--- src/issue_params.svh ---
// Issue stage configuration
// Thread count, register file size, queue depth and pipeline latencies
`ifndef ISSUE_PARAMS_SVH
`define ISSUE_PARAMS_SVH

// Hardware threads sharing the issue stage
`define ISSUE_THREADS 4

// Architectural registers per thread
`define ISSUE_NUM_REGS 16

// Entries in each thread queue, which is also the number of credits fetch starts with
`define ISSUE_FIFO_DEPTH 4

// Cycles from issue_valid to the writeback of each pipeline
`define ISSUE_ARITH_LATENCY 1
`define ISSUE_MEM_LATENCY 3

`endif

--- src/issue_pkg.sv ---
// Issue stage types
// Thread and register indices, pipeline select, thread state and the instruction word
`include "issue_params.svh"

package issue_pkg;

	typedef logic [$clog2(`ISSUE_THREADS)-1:0] thread_idx_t;
	typedef logic [$clog2(`ISSUE_NUM_REGS)-1:0] reg_idx_t;

	// Which execution pipeline a word goes to, and so which view of the word applies
	typedef enum logic
	{
		PIPE_ARITH = 1'b0,
		PIPE_MEM = 1'b1
	} pipe_t;

	typedef enum logic [1:0]
	{
		TS_EMPTY = 2'd0,
		TS_LATCHED = 2'd1,
		TS_SUSPENDED = 2'd2
	} thread_state_t;

	// Arithmetic form reads two registers and writes one
	typedef struct packed
	{
		reg_idx_t dest;
		reg_idx_t src1;
		reg_idx_t src2;
		logic [3:0] spare;
	} arith_word_t;

	// Memory form: data_reg is the load destination or the store data source
	typedef struct packed
	{
		logic is_store;
		reg_idx_t data_reg;
		reg_idx_t base;
		logic [6:0] offset;
	} mem_word_t;

	// One 16-bit word, decoded by the pipe_t that travels with it
	typedef union packed
	{
		arith_word_t arith;
		mem_word_t mem;
	} issue_word_t;

endpackage

--- src/thread_fifo.sv ---
// Per-thread instruction queue
// Circular buffer where every dequeue hands one credit back to fetch
`timescale 1ns/1ns
`include "issue_params.svh"

module thread_fifo import issue_pkg::*;
(
	input logic clk,
	input logic reset,
	input logic enq_valid,
	input issue_word_t enq_word,
	input pipe_t enq_pipe,
	input logic dequeue,
	output logic head_valid,
	output issue_word_t head_word,
	output pipe_t head_pipe,
	output logic credit_return
);
	localparam int DEPTH = `ISSUE_FIFO_DEPTH;
	localparam int PTR_W = $clog2(DEPTH);
	localparam int CNT_W = $clog2(DEPTH + 1);

	issue_word_t word_mem[DEPTH];
	pipe_t pipe_mem[DEPTH];
	logic [PTR_W-1:0] wr_ptr;
	logic [PTR_W-1:0] rd_ptr;
	logic [CNT_W-1:0] count;
	logic do_deq;

	// Head is visible only from the cycle after its enqueue, since count is registered
	assign head_valid = count != '0;
	assign head_word = word_mem[rd_ptr];
	assign head_pipe = pipe_mem[rd_ptr];
	assign do_deq = dequeue && head_valid;

	// The credit goes back in the same cycle the entry leaves
	assign credit_return = do_deq;

	always_ff @(posedge clk)
	begin
		if (enq_valid)
		begin
			word_mem[wr_ptr] <= enq_word;
			pipe_mem[wr_ptr] <= enq_pipe;
		end
	end

	always_ff @(posedge clk, posedge reset)
	begin
		if (reset)
		begin
			wr_ptr <= '0;
			rd_ptr <= '0;
			count <= '0;
		end
		else
		begin
			// Pointers wrap at DEPTH, which need not be a power of two
			if (enq_valid)
				wr_ptr <= (wr_ptr == PTR_W'(DEPTH - 1)) ? '0 : wr_ptr + 1'b1;
			if (do_deq)
				rd_ptr <= (rd_ptr == PTR_W'(DEPTH - 1)) ? '0 : rd_ptr + 1'b1;

			// Fetch never sends without a credit, so an enqueue never finds the queue full
			case ({enq_valid, do_deq})
				2'b10: count <= count + 1'b1;
				2'b01: count <= count - 1'b1;
				default: count <= count;
			endcase
		end
	end

endmodule

--- src/thread_state_fsm.sv ---
// Per-thread issue control
// Latches the queue head, tracks suspend and wake, and decides when the thread is ready
`timescale 1ns/1ns

module thread_state_fsm import issue_pkg::*;
(
	input logic clk,
	input logic reset,
	input logic head_valid,
	input issue_word_t head_word,
	input pipe_t head_pipe,
	input logic enable,
	input logic suspend,
	input logic wake,
	input logic dep_busy,
	input logic conflict_arith,
	input logic conflict_mem,
	input logic granted,
	output logic dequeue,
	output thread_state_t state,
	output issue_word_t latched_word,
	output pipe_t latched_pipe,
	output logic ready
);
	// Latch occupancy, kept apart from state so a suspended thread remembers its word
	logic held;
	logic held_next;
	thread_state_t state_next;
	logic pipe_conflict;
	logic suspend_now;

	// Refill the latch when it is empty or when its word leaves this cycle
	assign dequeue = head_valid && (!held || granted);

	always_comb
	begin
		held_next = held;
		if (dequeue)
			held_next = 1'b1;
		else if (granted)
			held_next = 1'b0;
	end

	// Wake has priority over a suspend arriving in the same cycle
	always_comb
	begin
		if (wake)
			state_next = held_next ? TS_LATCHED : TS_EMPTY;
		else if (suspend || state == TS_SUSPENDED)
			state_next = TS_SUSPENDED;
		else
			state_next = held_next ? TS_LATCHED : TS_EMPTY;
	end

	always_ff @(posedge clk, posedge reset)
	begin
		if (reset)
		begin
			held <= 1'b0;
			state <= TS_EMPTY;
		end
		else
		begin
			held <= held_next;
			state <= state_next;
		end
	end

	always_ff @(posedge clk)
	begin
		if (dequeue)
		begin
			latched_word <= head_word;
			latched_pipe <= head_pipe;
		end
	end

	// Only the slot of the latched word's own pipeline matters
	assign pipe_conflict = (latched_pipe == PIPE_MEM) ? conflict_mem : conflict_arith;

	// A suspend being raised this cycle already holds off the grant
	assign suspend_now = suspend && !wake;

	assign ready = (state == TS_LATCHED) && enable && !dep_busy && !pipe_conflict
		&& !suspend_now;

endmodule

--- src/scoreboard.sv ---
// Per-thread register scoreboard
// Tracks registers with a result in flight and flags the latched word if it touches one
`timescale 1ns/1ns
`include "issue_params.svh"

module scoreboard import issue_pkg::*;
(
	input logic clk,
	input logic reset,
	input issue_word_t latched_word,
	input pipe_t latched_pipe,
	input logic check_valid,
	input logic granted,
	input logic wb_valid,
	input reg_idx_t wb_reg,
	output logic dep_busy
);
	localparam int NREG = `ISSUE_NUM_REGS;

	logic [NREG-1:0] busy;
	logic [NREG-1:0] dep_bitmap;
	logic [NREG-1:0] dest_bitmap;
	logic [NREG-1:0] clear_bitmap;

	// Decode the word by pipe and store flag into the registers it writes and reads
	always_comb
	begin
		dep_bitmap = '0;
		dest_bitmap = '0;
		if (latched_pipe == PIPE_ARITH)
		begin
			dest_bitmap[latched_word.arith.dest] = 1'b1;
			dep_bitmap[latched_word.arith.src1] = 1'b1;
			dep_bitmap[latched_word.arith.src2] = 1'b1;
		end
		else
		begin
			dep_bitmap[latched_word.mem.base] = 1'b1;
			// Store data is a source, load data a destination
			if (latched_word.mem.is_store)
				dep_bitmap[latched_word.mem.data_reg] = 1'b1;
			else
				dest_bitmap[latched_word.mem.data_reg] = 1'b1;
		end

		// The destination counts too, so a second write waits for the first
		dep_bitmap = dep_bitmap | dest_bitmap;
	end

	always_comb
	begin
		clear_bitmap = '0;
		if (wb_valid)
			clear_bitmap[wb_reg] = 1'b1;
	end

	// A register written back this cycle is already free for the check
	assign dep_busy = check_valid && |(dep_bitmap & busy & ~clear_bitmap);

	always_ff @(posedge clk, posedge reset)
	begin
		if (reset)
			busy <= '0;
		else
			busy <= (busy & ~clear_bitmap) | (granted ? dest_bitmap : '0);
	end

endmodule

--- src/writeback_timer.sv ---
// Writeback timer for the arithmetic and memory pipelines
// Tracks in-flight slots, emits writebacks at fixed latency and flags slot conflicts
`timescale 1ns/1ns
`include "issue_params.svh"

module writeback_timer import issue_pkg::*;
(
	input logic clk,
	input logic reset,
	input logic start,
	input pipe_t start_pipe,
	input thread_idx_t start_thread,
	input logic start_has_dest,
	input reg_idx_t start_reg,
	output logic conflict_arith,
	output logic conflict_mem,
	output logic wb_valid,
	output thread_idx_t wb_thread,
	output reg_idx_t wb_reg
);
	localparam int DEPTH = `ISSUE_MEM_LATENCY + 1;
	localparam int SLOT_W = $clog2(DEPTH);
	localparam int ARITH_SLOT = `ISSUE_ARITH_LATENCY;
	localparam int MEM_SLOT = `ISSUE_MEM_LATENCY;

	// Slot 0 is the writeback cycle, slot n is n cycles before it
	logic [DEPTH-1:0] slot_valid;
	logic [DEPTH-1:0] shifted_valid;
	logic [DEPTH-1:0] slot_has_dest;
	thread_idx_t slot_thread[DEPTH];
	reg_idx_t slot_reg[DEPTH];
	logic [SLOT_W-1:0] start_slot;

	// Start comes in the grant cycle, one cycle before issue_valid
	// Writing slot n then puts the writeback n cycles after issue_valid
	assign start_slot = (start_pipe == PIPE_MEM) ? SLOT_W'(MEM_SLOT) : SLOT_W'(ARITH_SLOT);

	// Occupancy as it will be after this cycle's shift
	assign shifted_valid = {1'b0, slot_valid[DEPTH-1:1]};

	// A new word would collide with whatever shifts into its slot
	assign conflict_arith = shifted_valid[ARITH_SLOT];
	assign conflict_mem = shifted_valid[MEM_SLOT];

	always_ff @(posedge clk, posedge reset)
	begin
		if (reset)
			slot_valid <= '0;
		else
		begin
			slot_valid <= shifted_valid;
			// Stores take a slot too, even though nothing is written back
			if (start)
				slot_valid[start_slot] <= 1'b1;
		end
	end

	always_ff @(posedge clk)
	begin
		for (int i = 0; i < DEPTH - 1; i++)
		begin
			slot_thread[i] <= slot_thread[i + 1];
			slot_has_dest[i] <= slot_has_dest[i + 1];
			slot_reg[i] <= slot_reg[i + 1];
		end
		if (start)
		begin
			slot_thread[start_slot] <= start_thread;
			slot_has_dest[start_slot] <= start_has_dest;
			slot_reg[start_slot] <= start_reg;
		end
	end

	assign wb_valid = slot_valid[0] && slot_has_dest[0];
	assign wb_thread = slot_thread[0];
	assign wb_reg = slot_reg[0];

endmodule

--- src/issue_arbiter.sv ---
// Round-robin issue arbiter
// Grants one ready thread per cycle, starting the search just past the last winner
`timescale 1ns/1ns
`include "issue_params.svh"

module issue_arbiter import issue_pkg::*;
(
	input logic clk,
	input logic reset,
	input logic [`ISSUE_THREADS-1:0] request,
	output logic [`ISSUE_THREADS-1:0] grant_oh
);
	localparam int N = `ISSUE_THREADS;

	thread_idx_t last_grant;
	thread_idx_t winner;
	thread_idx_t cand;
	logic found;

	// Scan from last_grant + 1 around to last_grant itself
	always_comb
	begin
		grant_oh = '0;
		winner = last_grant;
		found = 1'b0;
		for (int i = 1; i <= N; i++)
		begin
			cand = thread_idx_t'((int'(last_grant) + i) % N);
			if (!found && request[cand])
			begin
				grant_oh[cand] = 1'b1;
				winner = cand;
				found = 1'b1;
			end
		end
	end

	// Thread 0 gets first priority out of reset
	always_ff @(posedge clk, posedge reset)
	begin
		if (reset)
			last_grant <= thread_idx_t'(N - 1);
		else if (found)
			last_grant <= winner;
	end

endmodule

--- src/issue_top.sv ---
// Issue stage top level
// Four thread slices feed a round-robin arbiter and a writeback timer, with registered issue
`timescale 1ns/1ns
`include "issue_params.svh"

module issue_top import issue_pkg::*;
(
	input logic clk,
	input logic reset,
	input logic enq_valid,
	input thread_idx_t enq_thread,
	input issue_word_t enq_word,
	input pipe_t enq_pipe,
	input logic [`ISSUE_THREADS-1:0] thread_enable,
	input logic [`ISSUE_THREADS-1:0] suspend_oh,
	input logic [`ISSUE_THREADS-1:0] wake_oh,
	output logic [`ISSUE_THREADS-1:0] credit_return,
	output logic issue_valid,
	output thread_idx_t issue_thread,
	output issue_word_t issue_word,
	output pipe_t issue_pipe,
	output logic wb_valid,
	output thread_idx_t wb_thread,
	output reg_idx_t wb_reg
);
	localparam int N = `ISSUE_THREADS;

	logic [N-1:0] head_valid;
	logic [N-1:0] dequeue;
	logic [N-1:0] dep_busy;
	logic [N-1:0] ready;
	logic [N-1:0] grant_oh;
	issue_word_t head_word[N];
	issue_word_t latched_word[N];
	pipe_t head_pipe[N];
	pipe_t latched_pipe[N];
	thread_state_t thread_state[N];
	logic conflict_arith;
	logic conflict_mem;
	logic grant_any;
	thread_idx_t grant_idx;
	issue_word_t grant_word;
	pipe_t grant_pipe;
	logic grant_has_dest;
	reg_idx_t grant_reg;

	genvar t;
	generate
		for (t = 0; t < N; t++)
		begin : thread_gen
			thread_fifo u_fifo
			(
				.clk(clk),
				.reset(reset),
				.enq_valid(enq_valid && enq_thread == thread_idx_t'(t)),
				.enq_word(enq_word),
				.enq_pipe(enq_pipe),
				.dequeue(dequeue[t]),
				.head_valid(head_valid[t]),
				.head_word(head_word[t]),
				.head_pipe(head_pipe[t]),
				.credit_return(credit_return[t])
			);

			// Conflict flags are shared, each slice picks the one for its own pipe
			thread_state_fsm u_fsm
			(
				.clk(clk),
				.reset(reset),
				.head_valid(head_valid[t]),
				.head_word(head_word[t]),
				.head_pipe(head_pipe[t]),
				.enable(thread_enable[t]),
				.suspend(suspend_oh[t]),
				.wake(wake_oh[t]),
				.dep_busy(dep_busy[t]),
				.conflict_arith(conflict_arith),
				.conflict_mem(conflict_mem),
				.granted(grant_oh[t]),
				.dequeue(dequeue[t]),
				.state(thread_state[t]),
				.latched_word(latched_word[t]),
				.latched_pipe(latched_pipe[t]),
				.ready(ready[t])
			);

			// Writebacks are steered to the scoreboard of their own thread
			scoreboard u_sb
			(
				.clk(clk),
				.reset(reset),
				.latched_word(latched_word[t]),
				.latched_pipe(latched_pipe[t]),
				.check_valid(thread_state[t] == TS_LATCHED),
				.granted(grant_oh[t]),
				.wb_valid(wb_valid && wb_thread == thread_idx_t'(t)),
				.wb_reg(wb_reg),
				.dep_busy(dep_busy[t])
			);
		end
	endgenerate

	issue_arbiter u_arb
	(
		.clk(clk),
		.reset(reset),
		.request(ready),
		.grant_oh(grant_oh)
	);

	// One-hot grant to thread index
	always_comb
	begin
		grant_idx = '0;
		for (int i = 0; i < N; i++)
		begin
			if (grant_oh[i])
				grant_idx = thread_idx_t'(i);
		end
	end

	assign grant_any = |grant_oh;
	assign grant_word = latched_word[grant_idx];
	assign grant_pipe = latched_pipe[grant_idx];

	// Only stores lack a destination register
	assign grant_has_dest = (grant_pipe == PIPE_ARITH) || !grant_word.mem.is_store;
	assign grant_reg = (grant_pipe == PIPE_ARITH) ? grant_word.arith.dest
		: grant_word.mem.data_reg;

	writeback_timer u_timer
	(
		.clk(clk),
		.reset(reset),
		.start(grant_any),
		.start_pipe(grant_pipe),
		.start_thread(grant_idx),
		.start_has_dest(grant_has_dest),
		.start_reg(grant_reg),
		.conflict_arith(conflict_arith),
		.conflict_mem(conflict_mem),
		.wb_valid(wb_valid),
		.wb_thread(wb_thread),
		.wb_reg(wb_reg)
	);

	// Issue outputs follow the grant by exactly one cycle
	always_ff @(posedge clk, posedge reset)
	begin
		if (reset)
			issue_valid <= 1'b0;
		else
			issue_valid <= grant_any;
	end

	always_ff @(posedge clk)
	begin
		if (grant_any)
		begin
			issue_thread <= grant_idx;
			issue_word <= grant_word;
			issue_pipe <= grant_pipe;
		end
	end

endmodule

--- config.mk ---
export PLATFORM = sky130hd
export DESIGN_NAME = issue_top
export DESIGN_NICKNAME = d
export VERILOG_FILES = /design/src/issue_pkg.sv /design/src/thread_fifo.sv /design/src/thread_state_fsm.sv /design/src/scoreboard.sv /design/src/writeback_timer.sv /design/src/issue_arbiter.sv /design/src/issue_top.sv
export VERILOG_INCLUDE_DIRS = /design/src /design/src/src
export SDC_FILE = /design/constraint.sdc
export NUM_CORES = 1
export LEC_CHECK = 0
export ABC_AREA = 1
export BUFFER_PORTS_ARGS = -buffer_cell sky130_fd_sc_hd__buf_2
export CORE_MARGIN = 2
export CORE_UTILIZATION = 55
export DETAILED_ROUTE_END_ITERATION = 6
export PLACE_DENSITY = 0.74
export SETUP_SLACK_MARGIN = 0.05
export SLEW_MARGIN = 20
export SYNTH_ARGS = -nofsm -noshare
export SYNTH_HDL_FRONTEND = slang
export SYNTH_SLANG_ARGS = --single-unit
--- constraint.sdc ---
create_clock -name clk -period 4.4 [get_ports clk]
set_clock_uncertainty 0.05 [all_clocks]
set_input_delay 1.1 -clock clk [delete_from_list [all_inputs] [get_ports clk]]
set_output_delay 1.1 -clock clk [all_outputs]
set_load 0.005 [all_outputs]
==> impl_metrics.json <==
{
  "multiInputGateArea_sq_um": 9740,
  "hold_viol_final": 0,
  "finalSetupViolations": 5,
  "end_kind": "output pin",
  "switching_share_pct": 40.5,
  "clock-sinks": 498,
  "outcome": "finished, violations left",
  "wirelength_um": 70300,
  "first_pass_iters": 6,
  "power_density_nw_per_um2": 679,
  "grt_max_degree": 51,
  "regArea_sq_um": 14200,
  "drc": 0,
  "comb_power_share_pct": 43.0,
  "diodes": 0,
  "p_leak_nw": 12.0,
  "postSynthNetCount": 2795,
  "p_int_mw": 12.0,
  "clock_path_buffers": 3,
  "h-tree-depth": 2,
  "max-slew-margin-rel_pct": 32.8,
  "async_flop_share_pct": 22.3,
  "antenna_left": 0,
  "largestRegisters": "thread_gen.u_fifo.word_mem: 256 flops, thread_gen.u_fsm.latched_word: 64 flops, thread_gen.u_sb.busy: 64 flops",
  "portBuffers": 64,
  "grt_pass1_vias": 18900,
  "die_h_um": 215,
  "pin_count": 65,
  "synth_edf_count": 366,
  "die_area_sq_um": 46400,
  "area_delta_synth_final_pct": 20.9,
  "clk_pin_slew_ns": 0.06,
  "synth_area_leaders": "edfxtp_1 45%, dfrtp_1 11%, nand2_1 9.9%",
  "wl_per_cell_um": 19.6,
  "insertion_delay_ns": 0.60,
  "nets": 3032,
  "via_per_inst": 5.62,
  "yosysTopAreaCell": "edfxtp_1",
  "netlist-cell-type-count": 44,
  "cap_violations": 0,
  "peakVddDrop_v": 0.000401,
  "setup_ws_ns": -0.228,
  "yosysSeqAreaShare_pct": 57.7,
  "cts_buffers": 50,
  "hold_ws_ns": 0.276,
  "syn_avg_cell_area_sq_um": 9.02,
  "cts_tree": "built",
  "start_util_pct": 55.7,
  "p_seq_share_pct": 35.2,
  "place.gp.congestion": 0.916,
  "largest_register_ff_count": 256,
  "p_switching_mw": 8.19,
  "drtIter0Drc": 2540,
  "grtUsageTotal_pct": 30.1,
  "final_common_cell": "nand2_1",
  "nFillCells": 3587,
  "synth_area_sq_um": 24600,
  "cp.arrival_ns": 3.48,
  "core_sq_um": 44100,
  "root_buffer": "clkbuf_16",
  "die-width_um": 215,
  "fmax_mhz": 216,
  "synth_seq_cells": 498,
  "via_count": 20200,
  "fp-row-count": 77,
  "tightest_slew_ns": 1.01,
  "fin_crit_ns": 4.63,
  "finalMaxSlewViolations": 0,
  "netlist.area_leader.share_pct": 44.7,
  "antenna_found_initial": 0,
  "layout-drive-gt1-share_pct": 22.7,
  "syn_inst": 2725,
  "post-route-period-util_pct": 105,
  "final_cell_mix": "589 x nand2_1, 366 x edfxtp_1, 283 x nor2_1",
  "yosys_warnings": 0,
  "grt_overflow_total": 0,
  "startpoint_type": "flip-flop",
  "path_max_fanout": 8,
  "violations": "setup timing",
  "hold_buffers": 0,
  "grt_pass1_wl_um": 108000,
  "hold_class": "flip-flop to flip-flop",
  "hpwlAfterDp_um": 49300,
  "place_ws_ns": -0.214,
  "critPathKind": "flip-flop to output pin",
  "regMostFlops": "thread_gen.u_fifo.word_mem",
  "worst_ep_required_time_ns": 3.25,
  "power_frac_clock_pct": 21.8,
  "synth_flop_cell": "edfxtp_1",
  "rsz0062_at_grt": "true"
}
==> synth_stat cells, drive strengths merged (32+ instances only) <==
library cell	count
o22ai	89
dfrtp	109
edfxtp	366
nand3	251
a21boi	32
clkbuf	51
a21oi	54
ha	32
o21ai	273
nand2	666
inv	264
o21bai	33
nor2	373
buf	61
==> final cells by class <==
| cell class | count | share of cell area [%] |
|---|---|---|
| clock buffer | 76 | 4.88 |
| sequential | 498 | 47.7 |
| inverter | 265 | 3.48 |
| timing repair buffer | 296 | 7.71 |
| clock inverter | 16 | 0.922 |
| tap | 592 | 2.49 |
| multi-input combinational | 1851 | 32.8 |
==> through the flow <==
| step | total power [mW] | cell area [sq um] | util, % | cells | TNS, ns |
|---|---|---|---|---|---|
| after floorplan | 11.7 | 24600 | - | 2725 | 0 |
| after global placement | 14.2 | 26000 | 59.0 | 3381 | -0.549 |
| after detailed placement | 14.4 | 26000 | 59.0 | 3381 | -1.46 |
| after CTS | 19.6 | 28900 | 65.5 | 3557 | -0.631 |
| after global routing | 21.3 | 29700 | 67.4 | 3594 | -1.85 |
| final | 20.2 | 29700 | 67.4 | 3594 | -0.964 |
==> logic make-up after synthesis <==
kind of cell	Yosys count	synth area share [%]
buffers and inverters	377	6.28
AOI/OAI and AO/OA	493	11.3
and+or+nand+nor	1313	22.5
adders and majority gates	36	1.95
DFF	498	57.7
xor gates and xnor gates	8	0.285
==> worst paths after layout <==
check | depth (start not counted) | slack, ns | from | end
worst max-delay path | 22 | -0.23 | thread_gen[1].u_fsm.latched_word[12]$_DFFE_PP_ | credit_return[0]
worst min-delay path | 0 | 0.28 | u_timer.slot_reg[1][0]$_DFF_P_ | u_timer.slot_reg[0][0]$_DFF_P_
worst max register to register | 36 | -0.14 | thread_gen[2].u_fsm.latched_word[11]$_DFFE_PP_ | u_arb.last_grant[1]$_DFFE_PP1P_
worst min register to register | 0 | 0.28 | u_timer.slot_reg[1][0]$_DFF_P_ | u_timer.slot_reg[0][0]$_DFF_P_
max in group asynchronous | 3 | 2.92 | reset | thread_gen[0].u_fifo.count[0]$_DFFE_PP0P_
min in group asynchronous | 2 | 0.57 | reset | thread_gen[1].u_sb.busy[1]$_DFF_PP0_
==> per-layer routing <==
metal  vias up  global-route usage [%]  wire, um
met2       817                    46.4     31900
met3       135                    3.89      5100
met1      9600                    43.7     30600
met4         0                    11.9      2730
met5         -                       0         0
li1       9645                       -         -
==> worst max-delay path, cell delays in order, from the launching register on <==
cell	delay (ns)
edfxtp_1	0.52
buf_6	0.19
nor2_4	0.23
nand3_1	0.13
nand2_1	0.08
nand2_1	0.10
nand2_1	0.08
nand2_1	0.05
nand2_1	0.08
nor2_1	0.05
nand2_1	0.11
nor2_4	0.06
nand3_4	0.08
nand3_4	0.11
nand2_4	0.15
buf_6	0.12
nand4_4	0.16
o21ai_4	0.19
inv_2	0.06
nand2_2	0.07
nand2_2	0.07
inv_4	0.08
buf_2	0.11
==> power by group through the flow <==
stage / Combinational, mW / Clock, mW / Sequential (mW)
after detailed placement: 7.12 / 0 / 7.27
after floorplan: 4.95 / 0 / 6.77
final: 8.69 / 4.40 / 7.10
after global routing: 9.47 / 4.64 / 7.18
after global placement: 6.91 / 0 / 7.25
after CTS: 8.02 / 4.45 / 7.11
==> repair_timing <==
item                                    4_1_cts  5_1_grt
endpoints found under the setup margin        4        7
buffers inserted                             84       38
cloned                                        1        0
pin swaps                                    41       60
gates resized for setup                     153      171
Note: power is estimated with default switching activity, not from simulation.
